==> config.mk <==
export PLATFORM = sky130hd
export DESIGN_NAME = slm_ctrl_top
export DESIGN_NICKNAME = d
export VERILOG_FILES = /design/src/source/spi_pkg.sv /design/src/source/uart_pkg.sv /design/src/source/cmd_assembler.sv /design/src/source/reply_fifo.sv /design/src/source/slm_ctrl_top.sv /design/src/source/spi_master.sv /design/src/source/uart_rx.sv /design/src/source/uart_tx.sv
export SDC_FILE = /design/constraint.sdc
export NUM_CORES = 1
export LEC_CHECK = 0
export CAP_MARGIN = 0
export CORE_ASPECT_RATIO = 1.4
export CORE_UTILIZATION = 25
export DETAILED_ROUTE_END_ITERATION = 7
export DONT_BUFFER_PORTS = 1
export HOLD_SLACK_MARGIN = 0.15
export PLACE_DENSITY_LB_ADDON = 0.25
export RECOVER_POWER = 25
export SLEW_MARGIN = 30
export SYNTH_ARGS = -nofsm -noshare
export SYNTH_HDL_FRONTEND = slang
export SYNTH_HIERARCHICAL = 1
export SYNTH_SLANG_ARGS = --single-unit
==> constraint.sdc <==
create_clock -name fpga_clk -period 4.5 [get_ports fpga_clk]
set_input_delay 0 -clock fpga_clk [delete_from_list [all_inputs] [get_ports fpga_clk]]
set_output_delay 0 -clock fpga_clk [all_outputs]
set_load 0.03 [all_outputs]
==> src/source/spi_pkg.sv <==
// display register port definitions
// word width, clock divider default, special address bytes and master states
package spi_pkg;

  //////////////////////////////////////////////////
  // widths and timing

  // address byte plus data byte
  localparam int SPI_WORD_W = 16;

  // fpga_clk cycles per half sck period
  localparam int SCK_HALF_DEF = 4;

  //////////////////////////////////////////////////
  // encodings

  // address bytes with a special meaning
  // op_stream keeps sen low into the next transfer
  typedef enum logic [7:0] {
    op_stream = 8'hBC
  } spi_opcode_t;

  // master sequencing
  // hold covers the trailing half period before sen may rise
  typedef enum logic [1:0] {
    spi_idle  = 2'd0,
    spi_shift = 2'd1,
    spi_hold  = 2'd2,
    spi_reply = 2'd3
  } spi_state_t;

endpackage

==> src/source/uart_pkg.sv <==
// serial link definitions
// byte width, default bit period and the shared rx/tx state encoding
package uart_pkg;

  //////////////////////////////////////////////////
  // widths and timing

  // one serial byte
  localparam int BYTE_W = 8;

  // fpga_clk cycles per uart bit
  // 20 cycles keeps the bit period aligned with the spi clock
  localparam int CLKS_PER_BIT_DEF = 20;

  //////////////////////////////////////////////////
  // state encoding

  // used by both the receiver and the transmitter
  typedef enum logic [1:0] {
    uart_idle  = 2'd0,
    uart_start = 2'd1,
    uart_data  = 2'd2,
    uart_stop  = 2'd3
  } uart_state_t;

endpackage

==> src/source/cmd_assembler.sv <==
`timescale 1ns/100ps
// command assembler
// pairs received bytes into address/data words and flags stream commands
module cmd_assembler import uart_pkg::*, spi_pkg::*; (
  input  logic                  fpga_clk,
  input  logic                  reset_all_cmd_w,
  input  logic [BYTE_W-1:0]     rx_byte_i,
  input  logic                  rx_strobe_i,
  output logic                  cmd_valid_o,
  input  logic                  cmd_ready_i,
  output logic [SPI_WORD_W-1:0] cmd_word_o,
  output logic                  cmd_stream_o
);

  // high while the address byte of a pair is held
  logic                  odd_q;
  logic [BYTE_W-1:0]     addr_q;
  logic                  valid_q;
  logic [SPI_WORD_W-1:0] word_q;
  logic                  stream_q;

  logic pair_done;

  // second byte of a pair has just arrived
  assign pair_done = rx_strobe_i && odd_q;

  always_ff @(posedge fpga_clk) begin
    if (reset_all_cmd_w) begin
      odd_q   <= 1'b0;
      valid_q <= 1'b0;
    end else begin
      // byte parity flips on every received byte
      if (rx_strobe_i) begin
        odd_q <= ~odd_q;
      end
      // a new pair wins over the drop of a taken one
      if (pair_done) begin
        valid_q <= 1'b1;
      end else if (valid_q && cmd_ready_i) begin
        valid_q <= 1'b0;
      end
    end
  end

  //////////////////////////////////////////////////
  // byte pairing

  // word only reloads on a completed pair so it stays stable while pending
  always_ff @(posedge fpga_clk) begin
    if (rx_strobe_i && !odd_q) begin
      addr_q <= rx_byte_i;
    end
    if (pair_done) begin
      // address goes out first
      word_q   <= {addr_q, rx_byte_i};
      stream_q <= (addr_q == op_stream);
    end
  end

  assign cmd_valid_o  = valid_q;
  assign cmd_word_o   = word_q;
  assign cmd_stream_o = stream_q;

  // the spi master must have taken the last pair before the next completes
  a_no_overrun: assert property (@(posedge fpga_clk) disable iff (reset_all_cmd_w)
    pair_done |-> (!cmd_valid_o || cmd_ready_i))
    else $error("cmd_assembler overrun, pending command replaced");

endmodule

==> src/source/reply_fifo.sv <==
`timescale 1ns/100ps
// reply fifo
// small circular buffer of reply bytes between the spi master and uart tx
module reply_fifo import uart_pkg::*; #(
  parameter int FIFO_DEPTH = 4
) (
  input  logic              fpga_clk,
  input  logic              reset_all_cmd_w,
  input  logic              wr_valid_i,
  output logic              wr_ready_o,
  input  logic [BYTE_W-1:0] wr_byte_i,
  output logic              rd_valid_o,
  input  logic              rd_ready_i,
  output logic [BYTE_W-1:0] rd_byte_o
);

  localparam int PTR_W = (FIFO_DEPTH > 1) ? $clog2(FIFO_DEPTH) : 1;
  localparam int CNT_W = $clog2(FIFO_DEPTH + 1);

  logic [BYTE_W-1:0] mem_q [FIFO_DEPTH];
  logic [PTR_W-1:0]  wr_ptr_q;
  logic [PTR_W-1:0]  rd_ptr_q;
  logic [CNT_W-1:0]  count_q;

  logic do_wr;
  logic do_rd;

  // wrap for depths that are not a power of two
  function automatic logic [PTR_W-1:0] ptr_inc(input logic [PTR_W-1:0] ptr);
    return (ptr == PTR_W'(FIFO_DEPTH - 1)) ? '0 : ptr + 1'b1;
  endfunction

  assign wr_ready_o = (count_q != CNT_W'(FIFO_DEPTH));
  assign rd_valid_o = (count_q != '0);
  assign do_wr      = wr_valid_i && wr_ready_o;
  assign do_rd      = rd_valid_o && rd_ready_i;

  //////////////////////////////////////////////////
  // pointers and occupancy

  always_ff @(posedge fpga_clk) begin
    if (reset_all_cmd_w) begin
      wr_ptr_q <= '0;
      rd_ptr_q <= '0;
      count_q  <= '0;
    end else begin
      if (do_wr) begin
        wr_ptr_q <= ptr_inc(wr_ptr_q);
      end
      if (do_rd) begin
        rd_ptr_q <= ptr_inc(rd_ptr_q);
      end
      case ({do_wr, do_rd})
        2'b10:   count_q <= count_q + 1'b1;
        2'b01:   count_q <= count_q - 1'b1;
        default: count_q <= count_q;
      endcase
    end
  end

  always_ff @(posedge fpga_clk) begin
    if (do_wr) begin
      mem_q[wr_ptr_q] <= wr_byte_i;
    end
  end

  // head entry shown directly
  assign rd_byte_o = mem_q[rd_ptr_q];

  // at equal baud rates the spi side never finds the fifo full
  a_no_full_write: assert property (@(posedge fpga_clk) disable iff (reset_all_cmd_w)
    wr_valid_i |-> wr_ready_o)
    else $error("reply_fifo write offered while full");

  // head stays put until the transmitter takes it
  a_head_stable: assert property (@(posedge fpga_clk) disable iff (reset_all_cmd_w)
    (rd_valid_o && !rd_ready_i) |=> (rd_valid_o && $stable(rd_byte_o)))
    else $error("reply_fifo head changed before read");

endmodule

==> src/source/slm_ctrl_top.sv <==
`timescale 1ns/100ps
// slm board serial control path
// host uart bytes become spi register writes, spi replies return over uart
module slm_ctrl_top import uart_pkg::*, spi_pkg::*; #(
  parameter int CLKS_PER_BIT = CLKS_PER_BIT_DEF,
  parameter int SCK_HALF     = SCK_HALF_DEF,
  parameter int FIFO_DEPTH   = 4
) (
  input  logic fpga_clk,
  input  logic reset_all_cmd_w,
  input  logic uart_rx_i,
  output logic uart_tx_o,
  input  logic sout_i,
  output logic sen_o,
  output logic sck_o,
  output logic sdat_o
);

  // uart rx to assembler
  logic [BYTE_W-1:0]     rx_byte;
  logic                  rx_strobe;
  // assembler to spi
  logic                  cmd_valid;
  logic                  cmd_ready;
  logic [SPI_WORD_W-1:0] cmd_word;
  logic                  cmd_stream;
  // spi to reply fifo
  logic                  reply_valid;
  logic                  reply_ready;
  logic [BYTE_W-1:0]     reply_byte;
  // reply fifo to uart tx
  logic                  tx_valid;
  logic                  tx_ready;
  logic [BYTE_W-1:0]     tx_byte;

  //////////////////////////////////////////////////
  // host to display

  uart_rx #(.CLKS_PER_BIT(CLKS_PER_BIT)) i_uart_rx (
    .fpga_clk       (fpga_clk),
    .reset_all_cmd_w(reset_all_cmd_w),
    .rx_serial_i    (uart_rx_i),
    .rx_byte_o      (rx_byte),
    .rx_strobe_o    (rx_strobe)
  );

  cmd_assembler i_cmd_assembler (
    .fpga_clk       (fpga_clk),
    .reset_all_cmd_w(reset_all_cmd_w),
    .rx_byte_i      (rx_byte),
    .rx_strobe_i    (rx_strobe),
    .cmd_valid_o    (cmd_valid),
    .cmd_ready_i    (cmd_ready),
    .cmd_word_o     (cmd_word),
    .cmd_stream_o   (cmd_stream)
  );

  spi_master #(.SCK_HALF(SCK_HALF)) i_spi_master (
    .fpga_clk       (fpga_clk),
    .reset_all_cmd_w(reset_all_cmd_w),
    .cmd_valid_i    (cmd_valid),
    .cmd_ready_o    (cmd_ready),
    .cmd_word_i     (cmd_word),
    .cmd_stream_i   (cmd_stream),
    .reply_valid_o  (reply_valid),
    .reply_ready_i  (reply_ready),
    .reply_byte_o   (reply_byte),
    .sout_i         (sout_i),
    .sen_o          (sen_o),
    .sck_o          (sck_o),
    .sdat_o         (sdat_o)
  );

  //////////////////////////////////////////////////
  // replies back to host

  reply_fifo #(.FIFO_DEPTH(FIFO_DEPTH)) i_reply_fifo (
    .fpga_clk       (fpga_clk),
    .reset_all_cmd_w(reset_all_cmd_w),
    .wr_valid_i     (reply_valid),
    .wr_ready_o     (reply_ready),
    .wr_byte_i      (reply_byte),
    .rd_valid_o     (tx_valid),
    .rd_ready_i     (tx_ready),
    .rd_byte_o      (tx_byte)
  );

  uart_tx #(.CLKS_PER_BIT(CLKS_PER_BIT)) i_uart_tx (
    .fpga_clk       (fpga_clk),
    .reset_all_cmd_w(reset_all_cmd_w),
    .tx_valid_i     (tx_valid),
    .tx_ready_o     (tx_ready),
    .tx_byte_i      (tx_byte),
    .tx_serial_o    (uart_tx_o)
  );

endmodule

==> src/source/spi_master.sv <==
`timescale 1ns/100ps
// spi master for the display register port
// shifts a 16-bit command out msb first and captures the reply byte
module spi_master import uart_pkg::*, spi_pkg::*; #(
  parameter int SCK_HALF = SCK_HALF_DEF
) (
  input  logic                  fpga_clk,
  input  logic                  reset_all_cmd_w,
  input  logic                  cmd_valid_i,
  output logic                  cmd_ready_o,
  input  logic [SPI_WORD_W-1:0] cmd_word_i,
  input  logic                  cmd_stream_i,
  output logic                  reply_valid_o,
  input  logic                  reply_ready_i,
  output logic [BYTE_W-1:0]     reply_byte_o,
  input  logic                  sout_i,
  output logic                  sen_o,
  output logic                  sck_o,
  output logic                  sdat_o
);

  localparam int DIV_W      = $clog2(SCK_HALF + 1);
  localparam int BIT_W      = $clog2(SPI_WORD_W);
  localparam int DATA_START = SPI_WORD_W - BYTE_W;

  spi_state_t            state_q;
  logic [DIV_W-1:0]      div_q;
  logic [BIT_W-1:0]      bit_q;
  logic [SPI_WORD_W-1:0] tx_q;
  logic [BYTE_W-1:0]     rx_q;
  logic                  stream_q;
  logic                  sen_q;
  logic                  sck_q;
  logic                  sdat_q;
  logic                  reply_valid_q;

  logic accept;
  logic half_done;
  logic last_bit;
  logic sck_rise;
  logic sck_fall;

  assign accept    = cmd_valid_i && cmd_ready_o;
  assign half_done = (div_q == DIV_W'(SCK_HALF - 1));
  assign last_bit  = (bit_q == BIT_W'(SPI_WORD_W - 1));
  // edges of sck as seen from the shift state
  assign sck_rise  = (state_q == spi_shift) && half_done && !sck_q;
  assign sck_fall  = (state_q == spi_shift) && half_done && sck_q;

  // busy from acceptance until the reply has gone to the fifo
  assign cmd_ready_o = (state_q == spi_idle);

  //////////////////////////////////////////////////
  // frame sequencing

  always_ff @(posedge fpga_clk) begin
    if (reset_all_cmd_w) begin
      state_q       <= spi_idle;
      div_q         <= '0;
      bit_q         <= '0;
      stream_q      <= 1'b0;
      sen_q         <= 1'b1;
      sck_q         <= 1'b0;
      sdat_q        <= 1'b0;
      reply_valid_q <= 1'b0;
    end else begin
      if (reply_valid_q && reply_ready_i) begin
        reply_valid_q <= 1'b0;
      end
      case (state_q)
        spi_idle: begin
          if (accept) begin
            state_q  <= spi_shift;
            div_q    <= '0;
            bit_q    <= '0;
            stream_q <= cmd_stream_i;
            // sen may already be low after a stream command
            sen_q    <= 1'b0;
            // first bit ready before the first rising edge
            sdat_q   <= cmd_word_i[SPI_WORD_W-1];
          end
        end
        spi_shift: begin
          if (half_done) begin
            div_q <= '0;
            sck_q <= ~sck_q;
            if (sck_fall) begin
              if (last_bit) begin
                state_q <= spi_hold;
              end else begin
                bit_q  <= bit_q + 1'b1;
                sdat_q <= tx_q[SPI_WORD_W-2];
              end
            end else if (last_bit) begin
              // reply complete once the last bit is sampled
              reply_valid_q <= 1'b1;
            end
          end else begin
            div_q <= div_q + 1'b1;
          end
        end
        spi_hold: begin
          if (half_done) begin
            div_q <= '0;
            // stream frame leaves sen low for the next command
            if (!stream_q) begin
              sen_q <= 1'b1;
            end
            state_q <= reply_valid_q ? spi_reply : spi_idle;
          end else begin
            div_q <= div_q + 1'b1;
          end
        end
        spi_reply: begin
          // waits here while the fifo holds off
          if (!reply_valid_q || reply_ready_i) begin
            state_q <= spi_idle;
          end
        end
        default: state_q <= spi_idle;
      endcase
    end
  end

  //////////////////////////////////////////////////
  // shift registers

  always_ff @(posedge fpga_clk) begin
    if (accept) begin
      tx_q <= cmd_word_i;
    end else if (sck_fall && !last_bit) begin
      tx_q <= {tx_q[SPI_WORD_W-2:0], 1'b0};
    end
    // only the data byte is captured
    if (sck_rise && bit_q >= BIT_W'(DATA_START)) begin
      rx_q <= {rx_q[BYTE_W-2:0], sout_i};
    end
  end

  assign reply_valid_o = reply_valid_q;
  assign reply_byte_o  = rx_q;
  assign sen_o         = sen_q;
  assign sck_o         = sck_q;
  assign sdat_o        = sdat_q;

  // the register port only sees clocks inside a frame
  a_sen_low_on_sck: assert property (@(posedge fpga_clk) disable iff (reset_all_cmd_w)
    sck_o |-> !sen_o)
    else $error("spi_master sck high while sen high");

  // data is launched on falling edges only
  a_sdat_stable: assert property (@(posedge fpga_clk) disable iff (reset_all_cmd_w)
    sck_o |-> $stable(sdat_o))
    else $error("spi_master sdat changed while sck high");

endmodule

==> src/source/uart_rx.sv <==
`timescale 1ns/100ps
// uart receiver
// samples each bit at mid-period and strobes the received byte for one cycle
module uart_rx import uart_pkg::*; #(
  parameter int CLKS_PER_BIT = CLKS_PER_BIT_DEF
) (
  input  logic              fpga_clk,
  input  logic              reset_all_cmd_w,
  input  logic              rx_serial_i,
  output logic [BYTE_W-1:0] rx_byte_o,
  output logic              rx_strobe_o
);

  localparam int CNT_W = $clog2(CLKS_PER_BIT);
  localparam int IDX_W = $clog2(BYTE_W);

  // two-flop synchronizer, line idles high
  logic rx_meta_q;
  logic rx_sync_q;

  uart_state_t       state_q;
  logic [CNT_W-1:0]  cnt_q;
  logic [IDX_W-1:0]  idx_q;
  logic [BYTE_W-1:0] byte_q;
  logic              strobe_q;

  logic half_bit;
  logic full_bit;

  // middle of the start bit, then one full bit per data/stop sample
  assign half_bit = (cnt_q == CNT_W'((CLKS_PER_BIT - 1) / 2));
  assign full_bit = (cnt_q == CNT_W'(CLKS_PER_BIT - 1));

  always_ff @(posedge fpga_clk) begin
    if (reset_all_cmd_w) begin
      rx_meta_q <= 1'b1;
      rx_sync_q <= 1'b1;
    end else begin
      rx_meta_q <= rx_serial_i;
      rx_sync_q <= rx_meta_q;
    end
  end

  //////////////////////////////////////////////////
  // receive fsm

  always_ff @(posedge fpga_clk) begin
    if (reset_all_cmd_w) begin
      state_q  <= uart_idle;
      cnt_q    <= '0;
      idx_q    <= '0;
      strobe_q <= 1'b0;
    end else begin
      // strobe is a single cycle pulse
      strobe_q <= 1'b0;
      case (state_q)
        uart_idle: begin
          cnt_q <= '0;
          idx_q <= '0;
          // falling edge on the line marks a start bit
          if (!rx_sync_q) begin
            state_q <= uart_start;
          end
        end
        uart_start: begin
          if (half_bit) begin
            cnt_q <= '0;
            // glitch shorter than half a bit goes back to idle
            state_q <= rx_sync_q ? uart_idle : uart_data;
          end else begin
            cnt_q <= cnt_q + 1'b1;
          end
        end
        uart_data: begin
          if (full_bit) begin
            cnt_q <= '0;
            if (idx_q == IDX_W'(BYTE_W - 1)) begin
              state_q <= uart_stop;
            end else begin
              idx_q <= idx_q + 1'b1;
            end
          end else begin
            cnt_q <= cnt_q + 1'b1;
          end
        end
        uart_stop: begin
          if (full_bit) begin
            cnt_q <= '0;
            // only a high stop bit delivers the byte
            strobe_q <= rx_sync_q;
            state_q  <= uart_idle;
          end else begin
            cnt_q <= cnt_q + 1'b1;
          end
        end
        default: state_q <= uart_idle;
      endcase
    end
  end

  // lsb arrives first, shift in from the top
  always_ff @(posedge fpga_clk) begin
    if (state_q == uart_data && full_bit) begin
      byte_q <= {rx_sync_q, byte_q[BYTE_W-1:1]};
    end
  end

  assign rx_byte_o   = byte_q;
  assign rx_strobe_o = strobe_q;

endmodule

==> src/source/uart_tx.sv <==
`timescale 1ns/100ps
// uart transmitter
// takes a reply byte and sends start, 8 data bits lsb first and stop
module uart_tx import uart_pkg::*; #(
  parameter int CLKS_PER_BIT = CLKS_PER_BIT_DEF
) (
  input  logic              fpga_clk,
  input  logic              reset_all_cmd_w,
  input  logic              tx_valid_i,
  output logic              tx_ready_o,
  input  logic [BYTE_W-1:0] tx_byte_i,
  output logic              tx_serial_o
);

  localparam int CNT_W = $clog2(CLKS_PER_BIT);
  localparam int IDX_W = $clog2(BYTE_W);

  uart_state_t       state_q;
  logic [CNT_W-1:0]  cnt_q;
  logic [IDX_W-1:0]  idx_q;
  logic [BYTE_W-1:0] data_q;
  logic              serial_q;

  logic bit_done;

  assign bit_done   = (cnt_q == CNT_W'(CLKS_PER_BIT - 1));
  assign tx_ready_o = (state_q == uart_idle);

  //////////////////////////////////////////////////
  // transmit fsm

  always_ff @(posedge fpga_clk) begin
    if (reset_all_cmd_w) begin
      state_q  <= uart_idle;
      cnt_q    <= '0;
      idx_q    <= '0;
      serial_q <= 1'b1;
    end else begin
      case (state_q)
        uart_idle: begin
          cnt_q <= '0;
          idx_q <= '0;
          // start bit goes out on the next cycle
          if (tx_valid_i) begin
            serial_q <= 1'b0;
            state_q  <= uart_start;
          end
        end
        uart_start: begin
          if (bit_done) begin
            cnt_q    <= '0;
            serial_q <= data_q[0];
            state_q  <= uart_data;
          end else begin
            cnt_q <= cnt_q + 1'b1;
          end
        end
        uart_data: begin
          if (bit_done) begin
            cnt_q <= '0;
            if (idx_q == IDX_W'(BYTE_W - 1)) begin
              serial_q <= 1'b1;
              state_q  <= uart_stop;
            end else begin
              idx_q    <= idx_q + 1'b1;
              serial_q <= data_q[1];
            end
          end else begin
            cnt_q <= cnt_q + 1'b1;
          end
        end
        uart_stop: begin
          if (bit_done) begin
            cnt_q   <= '0;
            state_q <= uart_idle;
          end else begin
            cnt_q <= cnt_q + 1'b1;
          end
        end
        default: state_q <= uart_idle;
      endcase
    end
  end

  // latched on transfer, bit 0 always holds the next bit out
  always_ff @(posedge fpga_clk) begin
    if (state_q == uart_idle && tx_valid_i) begin
      data_q <= tx_byte_i;
    end else if (state_q == uart_data && bit_done) begin
      data_q <= {1'b0, data_q[BYTE_W-1:1]};
    end
  end

  assign tx_serial_o = serial_q;

endmodule

After elaboration in Yosys (flattened, before gate mapping)
Memory sizes are Yosys's and may differ from the RTL's. A register that Yosys moved wholly into a read port is not among the register bits.
Cells that the tools add are included.
{"block": "classes", "n_mul": 0, "magnitude_cmp": 1, "addsub": 10, "div": 0, "mux": 71, "reduce_logical": 46, "bitwise": 4, "shift": 0, "n_eq_ne": 42}
{"operator": "2-bit 2-to-1 mux", "n": 22}
{"operator": "15-bit 2-to-1 mux", "n": 2}
{"operator": "2-bit by 1-bit != test with 1-bit output, second input constant", "n": 15}
{"operator": "2-bit one-hot mux with 4 select lines", "n": 3}
{"operator": "3-bit one-hot mux with 2 select lines", "n": 4}
{"operator": "1-bit 2-to-1 mux", "n": 19}
{"operator": "2-bit == test, second input constant", "n": 9}
{"operator": "3-bit 2-to-1 mux", "n": 6}
{"operator": "2-bit nonzero test", "n": 9}
{"operator": "4-bit 2-to-1 mux", "n": 4}
{"operator": "8-bit 2-to-1 mux", "n": 2}
{"operator": "5-bit 2-to-1 mux", "n": 3}
{"operator": "5-bit one-hot mux with 3 select lines", "n": 1}
{"operator": "5-bit AND reduction", "n": 3}
{"operator": "3-bit by 1-bit adder with 3-bit output, second input constant", "n": 4}
{"operator": "1-bit logical AND", "n": 12}
{"operator": "5-bit by 1-bit adder with 5-bit output, second input constant", "n": 2}
{"operator": "5-bit == test, second input constant", "n": 2}
{"operator": "2-bit != test, second input constant", "n": 5}
{"operator": "5-bit one-hot mux with 2 select lines", "n": 1}
{"operator": "2-bit by 1-bit == test with 1-bit output, second input constant", "n": 4}
{"operator": "8-bit == test, second input constant", "n": 1}
{"operator": "4-bit one-hot mux with 2 select lines", "n": 1}
{"operator": "4-bit AND reduction", "n": 2}
{"operator": "other kinds (21)", "n": 38}
{"block": "totals", "out_inout_bits": 4, "rom_bits": 0, "mem_count": 1, "latch_bits": 0, "ff_bits": 111, "wordCells": 205, "mem_bits_rw": 32, "input_bits": 4}
{"memory": "i_reply_fifo.mem_q", "words": 4, "width": 8, "rd": 1, "rd_clocked_by_memory_dff": 1, "wr": 1, "line_no": "reply_fifo.sv:20", "source": "logic [BYTE_W-1:0] mem_q [FIFO_DEPTH];"}

Depth between registers and ports, before layout
{"block": "logic_depth", "depth_word": 7, "ltp_mapped": 10, "mapped_depth_nobuf": 10}

Cells and area by module
The synthesis kept the hierarchy.
{"mod": "spi_master", "cells_per_inst": 131, "seq_area_each_um2": 970.9, "instances": 1, "area_per_inst_um2": 1660.3}
{"mod": "reply_fifo", "cells_per_inst": 94, "seq_area_each_um2": 1141.1, "instances": 1, "area_per_inst_um2": 1646.6}
{"mod": "uart_tx", "cells_per_inst": 83, "seq_area_each_um2": 460.4, "instances": 1, "area_per_inst_um2": 944.7}
{"mod": "cmd_assembler", "cells_per_inst": 37, "seq_area_each_um2": 790.8, "instances": 1, "area_per_inst_um2": 853.3}
{"mod": "uart_rx", "cells_per_inst": 72, "seq_area_each_um2": 500.5, "instances": 1, "area_per_inst_um2": 849.6}

Least setup slack after synthesis
OpenSTA, ideal clock, no wires.
{"block": "synth_timing", "path_type": "flip-flop to flip-flop", "start": "reg i_spi_master.state_q[1]", "end": "reg i_spi_master.tx_q[0], enable pin", "setup_time_ns": 0.408, "t_required_ns": 4.092, "synth_period_minus_slack_ns": 2.417, "arrival_time_ns": 2.010, "path_buffers": 1, "path_stages_with_launch": 6, "slack_ns": 2.083, "path_cell_list": "dfxtp_1 > inv_1 > ha_1 > buf_2 > nand4b_1 > o21ai_0"}
{"block": "synth_via", "elab_chain_len": 5, "word_cells_on_any_way": 7, "cone_classes": "1 x eq/ne; 6 x reduce/logical"}
{"item": "start: declaration", "line_no": "spi_master.sv:26", "source": "spi_state_t state_q;"}
{"item": "start signal: assignment", "line_no": "spi_master.sv:58", "source": "state_q <= spi_idle;"}
{"item": "start signal: assignment", "line_no": "spi_master.sv:73", "source": "state_q <= spi_shift;"}
{"item": "start signal: assignment", "line_no": "spi_master.sv:89", "source": "state_q <= spi_hold;"}
{"item": "2-bit by 1-bit == test with 1-bit output", "line_no": "spi_master.sv:48", "source": "assign sck_fall = (state_q == spi_shift) && half_done && sck_q;"}
{"item": "1-bit logical AND (2 in a row)", "line_no": "spi_master.sv:48"}
{"item": "1-bit logical AND", "line_no": "spi_master.sv:131", "source": "end else if (sck_fall && !last_bit) begin"}
{"item": "2-bit nonzero test (no source line) *"}
{"item": "end signal: assignment", "line_no": "spi_master.sv:130", "source": "tx_q <= cmd_word_i;"}
{"item": "end signal: assignment", "line_no": "spi_master.sv:132", "source": "tx_q <= {tx_q[SPI_WORD_W-2:0], 1'b0};"}
{"item": "end: declaration", "line_no": "spi_master.sv:29", "source": "logic [SPI_WORD_W-1:0] tx_q;"}
Every way passes the cells marked *; elsewhere a longest branch is shown, timed or not.
A chain may end at the register's enable or synchronous reset.

Worst setup path in the final report
{"block": "layout_timing", "start": "reg i_reply_fifo.count_q[2]", "end": "reg i_reply_fifo.count_q[2]"}
{"block": "layout_via", "elab_chain_len": 4, "word_cells_on_any_way": 10, "cone_classes": "2 x add/sub; 3 x eq/ne; 1 x mux; 4 x reduce/logical"}
{"item": "start: declaration", "line_no": "reply_fifo.sv:23", "source": "logic [CNT_W-1:0] count_q;"}
{"item": "start signal: assignment", "line_no": "reply_fifo.sv:54", "source": "2'b10: count_q <= count_q + 1'b1;"}
{"item": "start signal: assignment", "line_no": "reply_fifo.sv:55", "source": "2'b01: count_q <= count_q - 1'b1;"}
{"item": "start signal: assignment", "line_no": "reply_fifo.sv:56", "source": "default: count_q <= count_q;"}
{"item": "3-bit != test *", "line_no": "reply_fifo.sv:33", "source": "assign wr_ready_o = (count_q != CNT_W'(FIFO_DEPTH));"}
{"item": "net reply_ready", "line_no": "slm_ctrl_top.sv:29", "source": "logic reply_ready;"}
{"item": "1-bit logical AND *", "line_no": "reply_fifo.sv:35", "source": "assign do_wr = wr_valid_i && wr_ready_o;"}
{"item": "2-bit by 1-bit == test with 1-bit output or 2-bit == test (tied branches)", "line_no": "reply_fifo.sv:53", "source": "case ({do_wr, do_rd})"}
{"item": "3-bit one-hot mux with 2 select lines or 2-bit nonzero test (tied branches)"}
The timed path passes the listed nets; every way through them passes the cells marked *.

==> flow_metrics.env <==
export IMPL_status="finished clean"
export IMPL_synth_largest_area_cell="edfxtp_1"
export IMPL_p_leak_nw=2.354
export IMPL_root_buffer="clkbuf_16"
export IMPL_ctsHtreeMaxLevel=4
export IMPL_ctsLongestPathBuffers=2
export IMPL_max_stage_delay_ps=490
export IMPL_wl_per_cell_microns=13.80
export IMPL_dieArea_sq_um=24450
export IMPL_max_freq_mhz=407.9
export IMPL_finClkSkew_ps=13.48
export IMPL_crit_required_ps=4850
export IMPL_final_common_cell="edfxtp_1"
export IMPL_io_buffers=0
export IMPL_synth_edf_count=96
export IMPL_critPathMaxFanout=8
export IMPL_grt_remaining_overflow=0
export IMPL_syn_cell_area_sq_um=5954
export IMPL_cts_tree="done"
export IMPL_finalWorstSetupSlack_ps=2049
export IMPL_drc_errors=0
export IMPL_synth_cells=417
export IMPL_vias_per_cell=4.307
export IMPL_finalHoldViolCount=0
export IMPL_ys_flop_type="edfxtp_1"
export IMPL_ys_types=66
export IMPL_setup_viol=0
export IMPL_antenna_found_initial=0
export IMPL_vias=3239
export IMPL_relSlewSlack=0.5310
export IMPL_cts_sinks=145
export IMPL_synthesis_nets=448
export IMPL_yosysWarnings=6
export IMPL_gp_congestion=0.6864
export IMPL_drt_pass1_iter_count=4
export IMPL_postSynthAreaPerCell_sq_um=14.28
export IMPL_crit_path_top_delay_cell="or3b_1"
export IMPL_grt_max_degree=49
export IMPL_synthTopCellsByArea="edfxtp_1, dfxtp_1, ha_1, mux2_2, mux4_2"
export IMPL_fin_setup_tns_ps=0
export IMPL_grt_usage=0.09205
export IMPL_vdd_ir_drop_max_v=0.0004461
export IMPL_drive_gt1_frac=0.1839
export IMPL_crit_path_start_kind="register"
export IMPL_area_growth_pct=16.73
export IMPL_ys_seq_area_frac=0.6489
export IMPL_finalMaxSlewViolations=0
export IMPL_drv_cap=0
export IMPL_synthArstFlopShare=0
export IMPL_path_clk_slew_ps=70
export IMPL_die_w_microns=132.4
export IMPL_grt_setup_unrepaired="no"
export IMPL_final_period_utilization=0.5447
export IMPL_layout_common_cells="edfxtp_1, dfxtp_1, ha_1"
export IMPL_insertion_delay_ps=420
export IMPL_nNetsFinal=464
export IMPL_rows=66
export IMPL_fp_coreArea_sq_um=23290
export IMPL_grt_pass1_vias=3469
export IMPL_power_density_nw_per_um2=478.1
export IMPL_io_pins=8
export IMPL_place_ws_ps=2058
export IMPL_arrival_ps=2810
export IMPL_cts_buffers_inserted=17
export IMPL_synth_seq_cells=145
export IMPL_start_util=0.2557
export IMPL_end_kind="register"
export IMPL_hold_class="in2reg"
export IMPL_synth_top_area_frac=0.4841
export IMPL_grt_pass1_wl_microns=17280
export IMPL_finalCriticalPeriod_ps=2451
export IMPL_dp_hpwl_microns=7119
export IMPL_crit_path_cell_trace="or3b_1 > nand2_2 > ha_1 > inv_1 > fa_1 > xor2_1 > or3_2 > a21oi_1"
export IMPL_die_h_microns=184.6
export IMPL_path_delay_family="simple AND/OR/NAND/NOR gates"
export IMPL_worstMarginPinSlew_ps=701.8
export IMPL_crit_buf_inv=1
export IMPL_initialDrtViolationCount=131
export IMPL_wl_microns=10380
export IMPL_antenna_cells=0
export IMPL_path_class="reg2reg"
export IMPL_antenna_left=0
-- metrics by stage --
stage                     hold slack [ps]  total power, mW    util  instance area (sq um)  instances
after global routing                206.5            3.480  0.2985                   6950        752
after floorplan                     69.07            1.853       -                   5954        417
after detailed placement            82.88            1.941  0.2703                   6295        715
after global placement              79.73            1.923  0.2703                   6295        715
after CTS                           199.2            3.377  0.2985                   6950        752
final                               217.4            3.323  0.2985                   6950        752
-- power by group --
group	total, mW	switching (mW)	internal [mW]
registers	1.53	0.0612	1.47
logic	0.384	0.211	0.173
clock network	1.41	0.616	0.790
-- synth_stat cells, types with 3 or more instances --
cell type and instances:
nand3_1 7, a21oi_1 14, edfxtp_1 96, o21ai_0 10, nor2_1 23, nand4b_1 3
o211ai_1 3, mux2i_1 8, mux2_2 21, xnor2_1 4, mux4_2 8, nand2b_1 8
inv_1 22, xor2_1 6, a31oi_1 3, buf_2 4, and3_1 5, ha_1 26
nand2_1 18, nor3_1 9, nor2b_1 5, or3_1 5, dfxtp_1 49
-- kinds of logic after synthesis --
family / Yosys count / synth area share
AND/OR/NAND/NOR: 110 / 0.1072
flip-flops: 145 / 0.6489
adder cells (fa/ha/maj): 27 / 0.05800
multiplexers: 38 / 0.08531
AO/OA/AOI/OAI: 54 / 0.06178
buffers and inverters: 33 / 0.02417
XOR/XNOR: 10 / 0.01471
-- final cells by class --
cell class / count / area [sq um]
repair buffers: 7 / 75.07
multi-input cells: 239 / 1947
well taps: 306 / 382.9
inverters: 23 / 86.33
clock inverters: 15 / 170.2
clock buffers: 17 / 425.4
fillers: 2384 / 16340
flip-flops and latches: 145 / 3864
-- worst register-to-register path: stages, from the launching register on --
cell and delay [ps]:
dfxtp_1 380, or3b_1 490, nand2_2 160, ha_1 190
inv_1 60, fa_1 370, xor2_1 170, or3_2 420
a21oi_1 150
-- flip-flops by register name, summed over array words and instances, names as in the netlist, 2 cells and up, named ones only --
signal / count
i_cmd_assembler/addr_q: 8
i_cmd_assembler/cmd_word_o: 16
i_reply_fifo/count_q: 3
i_reply_fifo/mem_q: 32
i_reply_fifo/rd_ptr_q: 2
i_reply_fifo/wr_ptr_q: 2
i_spi_master/bit_q: 4
i_spi_master/div_q: 3
i_spi_master/reply_byte_o: 8
i_spi_master/state_q: 2
i_spi_master/tx_q: 15
i_uart_rx/cnt_q: 5
i_uart_rx/idx_q: 3
i_uart_rx/rx_byte_o: 8
i_uart_tx/cnt_q: 5
i_uart_tx/data_q: 8
i_uart_tx/idx_q: 3
i_uart_tx/state_q: 2
-- metal layers --
metal  GRT usage  wire length (microns)  up-vias
li1            -                      -     1596
met5           0                      0        -
met3     0.02585                    303       14
met4     0.04506                    181        0
met1     0.09238                   4189     1599
met2      0.1733                   5704       30
-- final timing paths --
check                     startpoint                            to  slack [ps]  depth (start not counted)
max          i_reply_fifo/count_q[2]       i_reply_fifo/count_q[2]        2050                          8
min                           sout_i  i_spi_master/reply_byte_o[0]         220                          1
max reg2reg  i_reply_fifo/count_q[2]       i_reply_fifo/count_q[2]        2050                          8
min reg2reg      i_uart_rx/rx_meta_q           i_uart_rx/rx_sync_q         420                          1
-- timing repair --
action	CTS	global route
setup buffers	0	0
hold buffers	5	0
gates resized for setup	0	0
hold endpoints to repair	50	0
(Power assumes the default switching activity.)
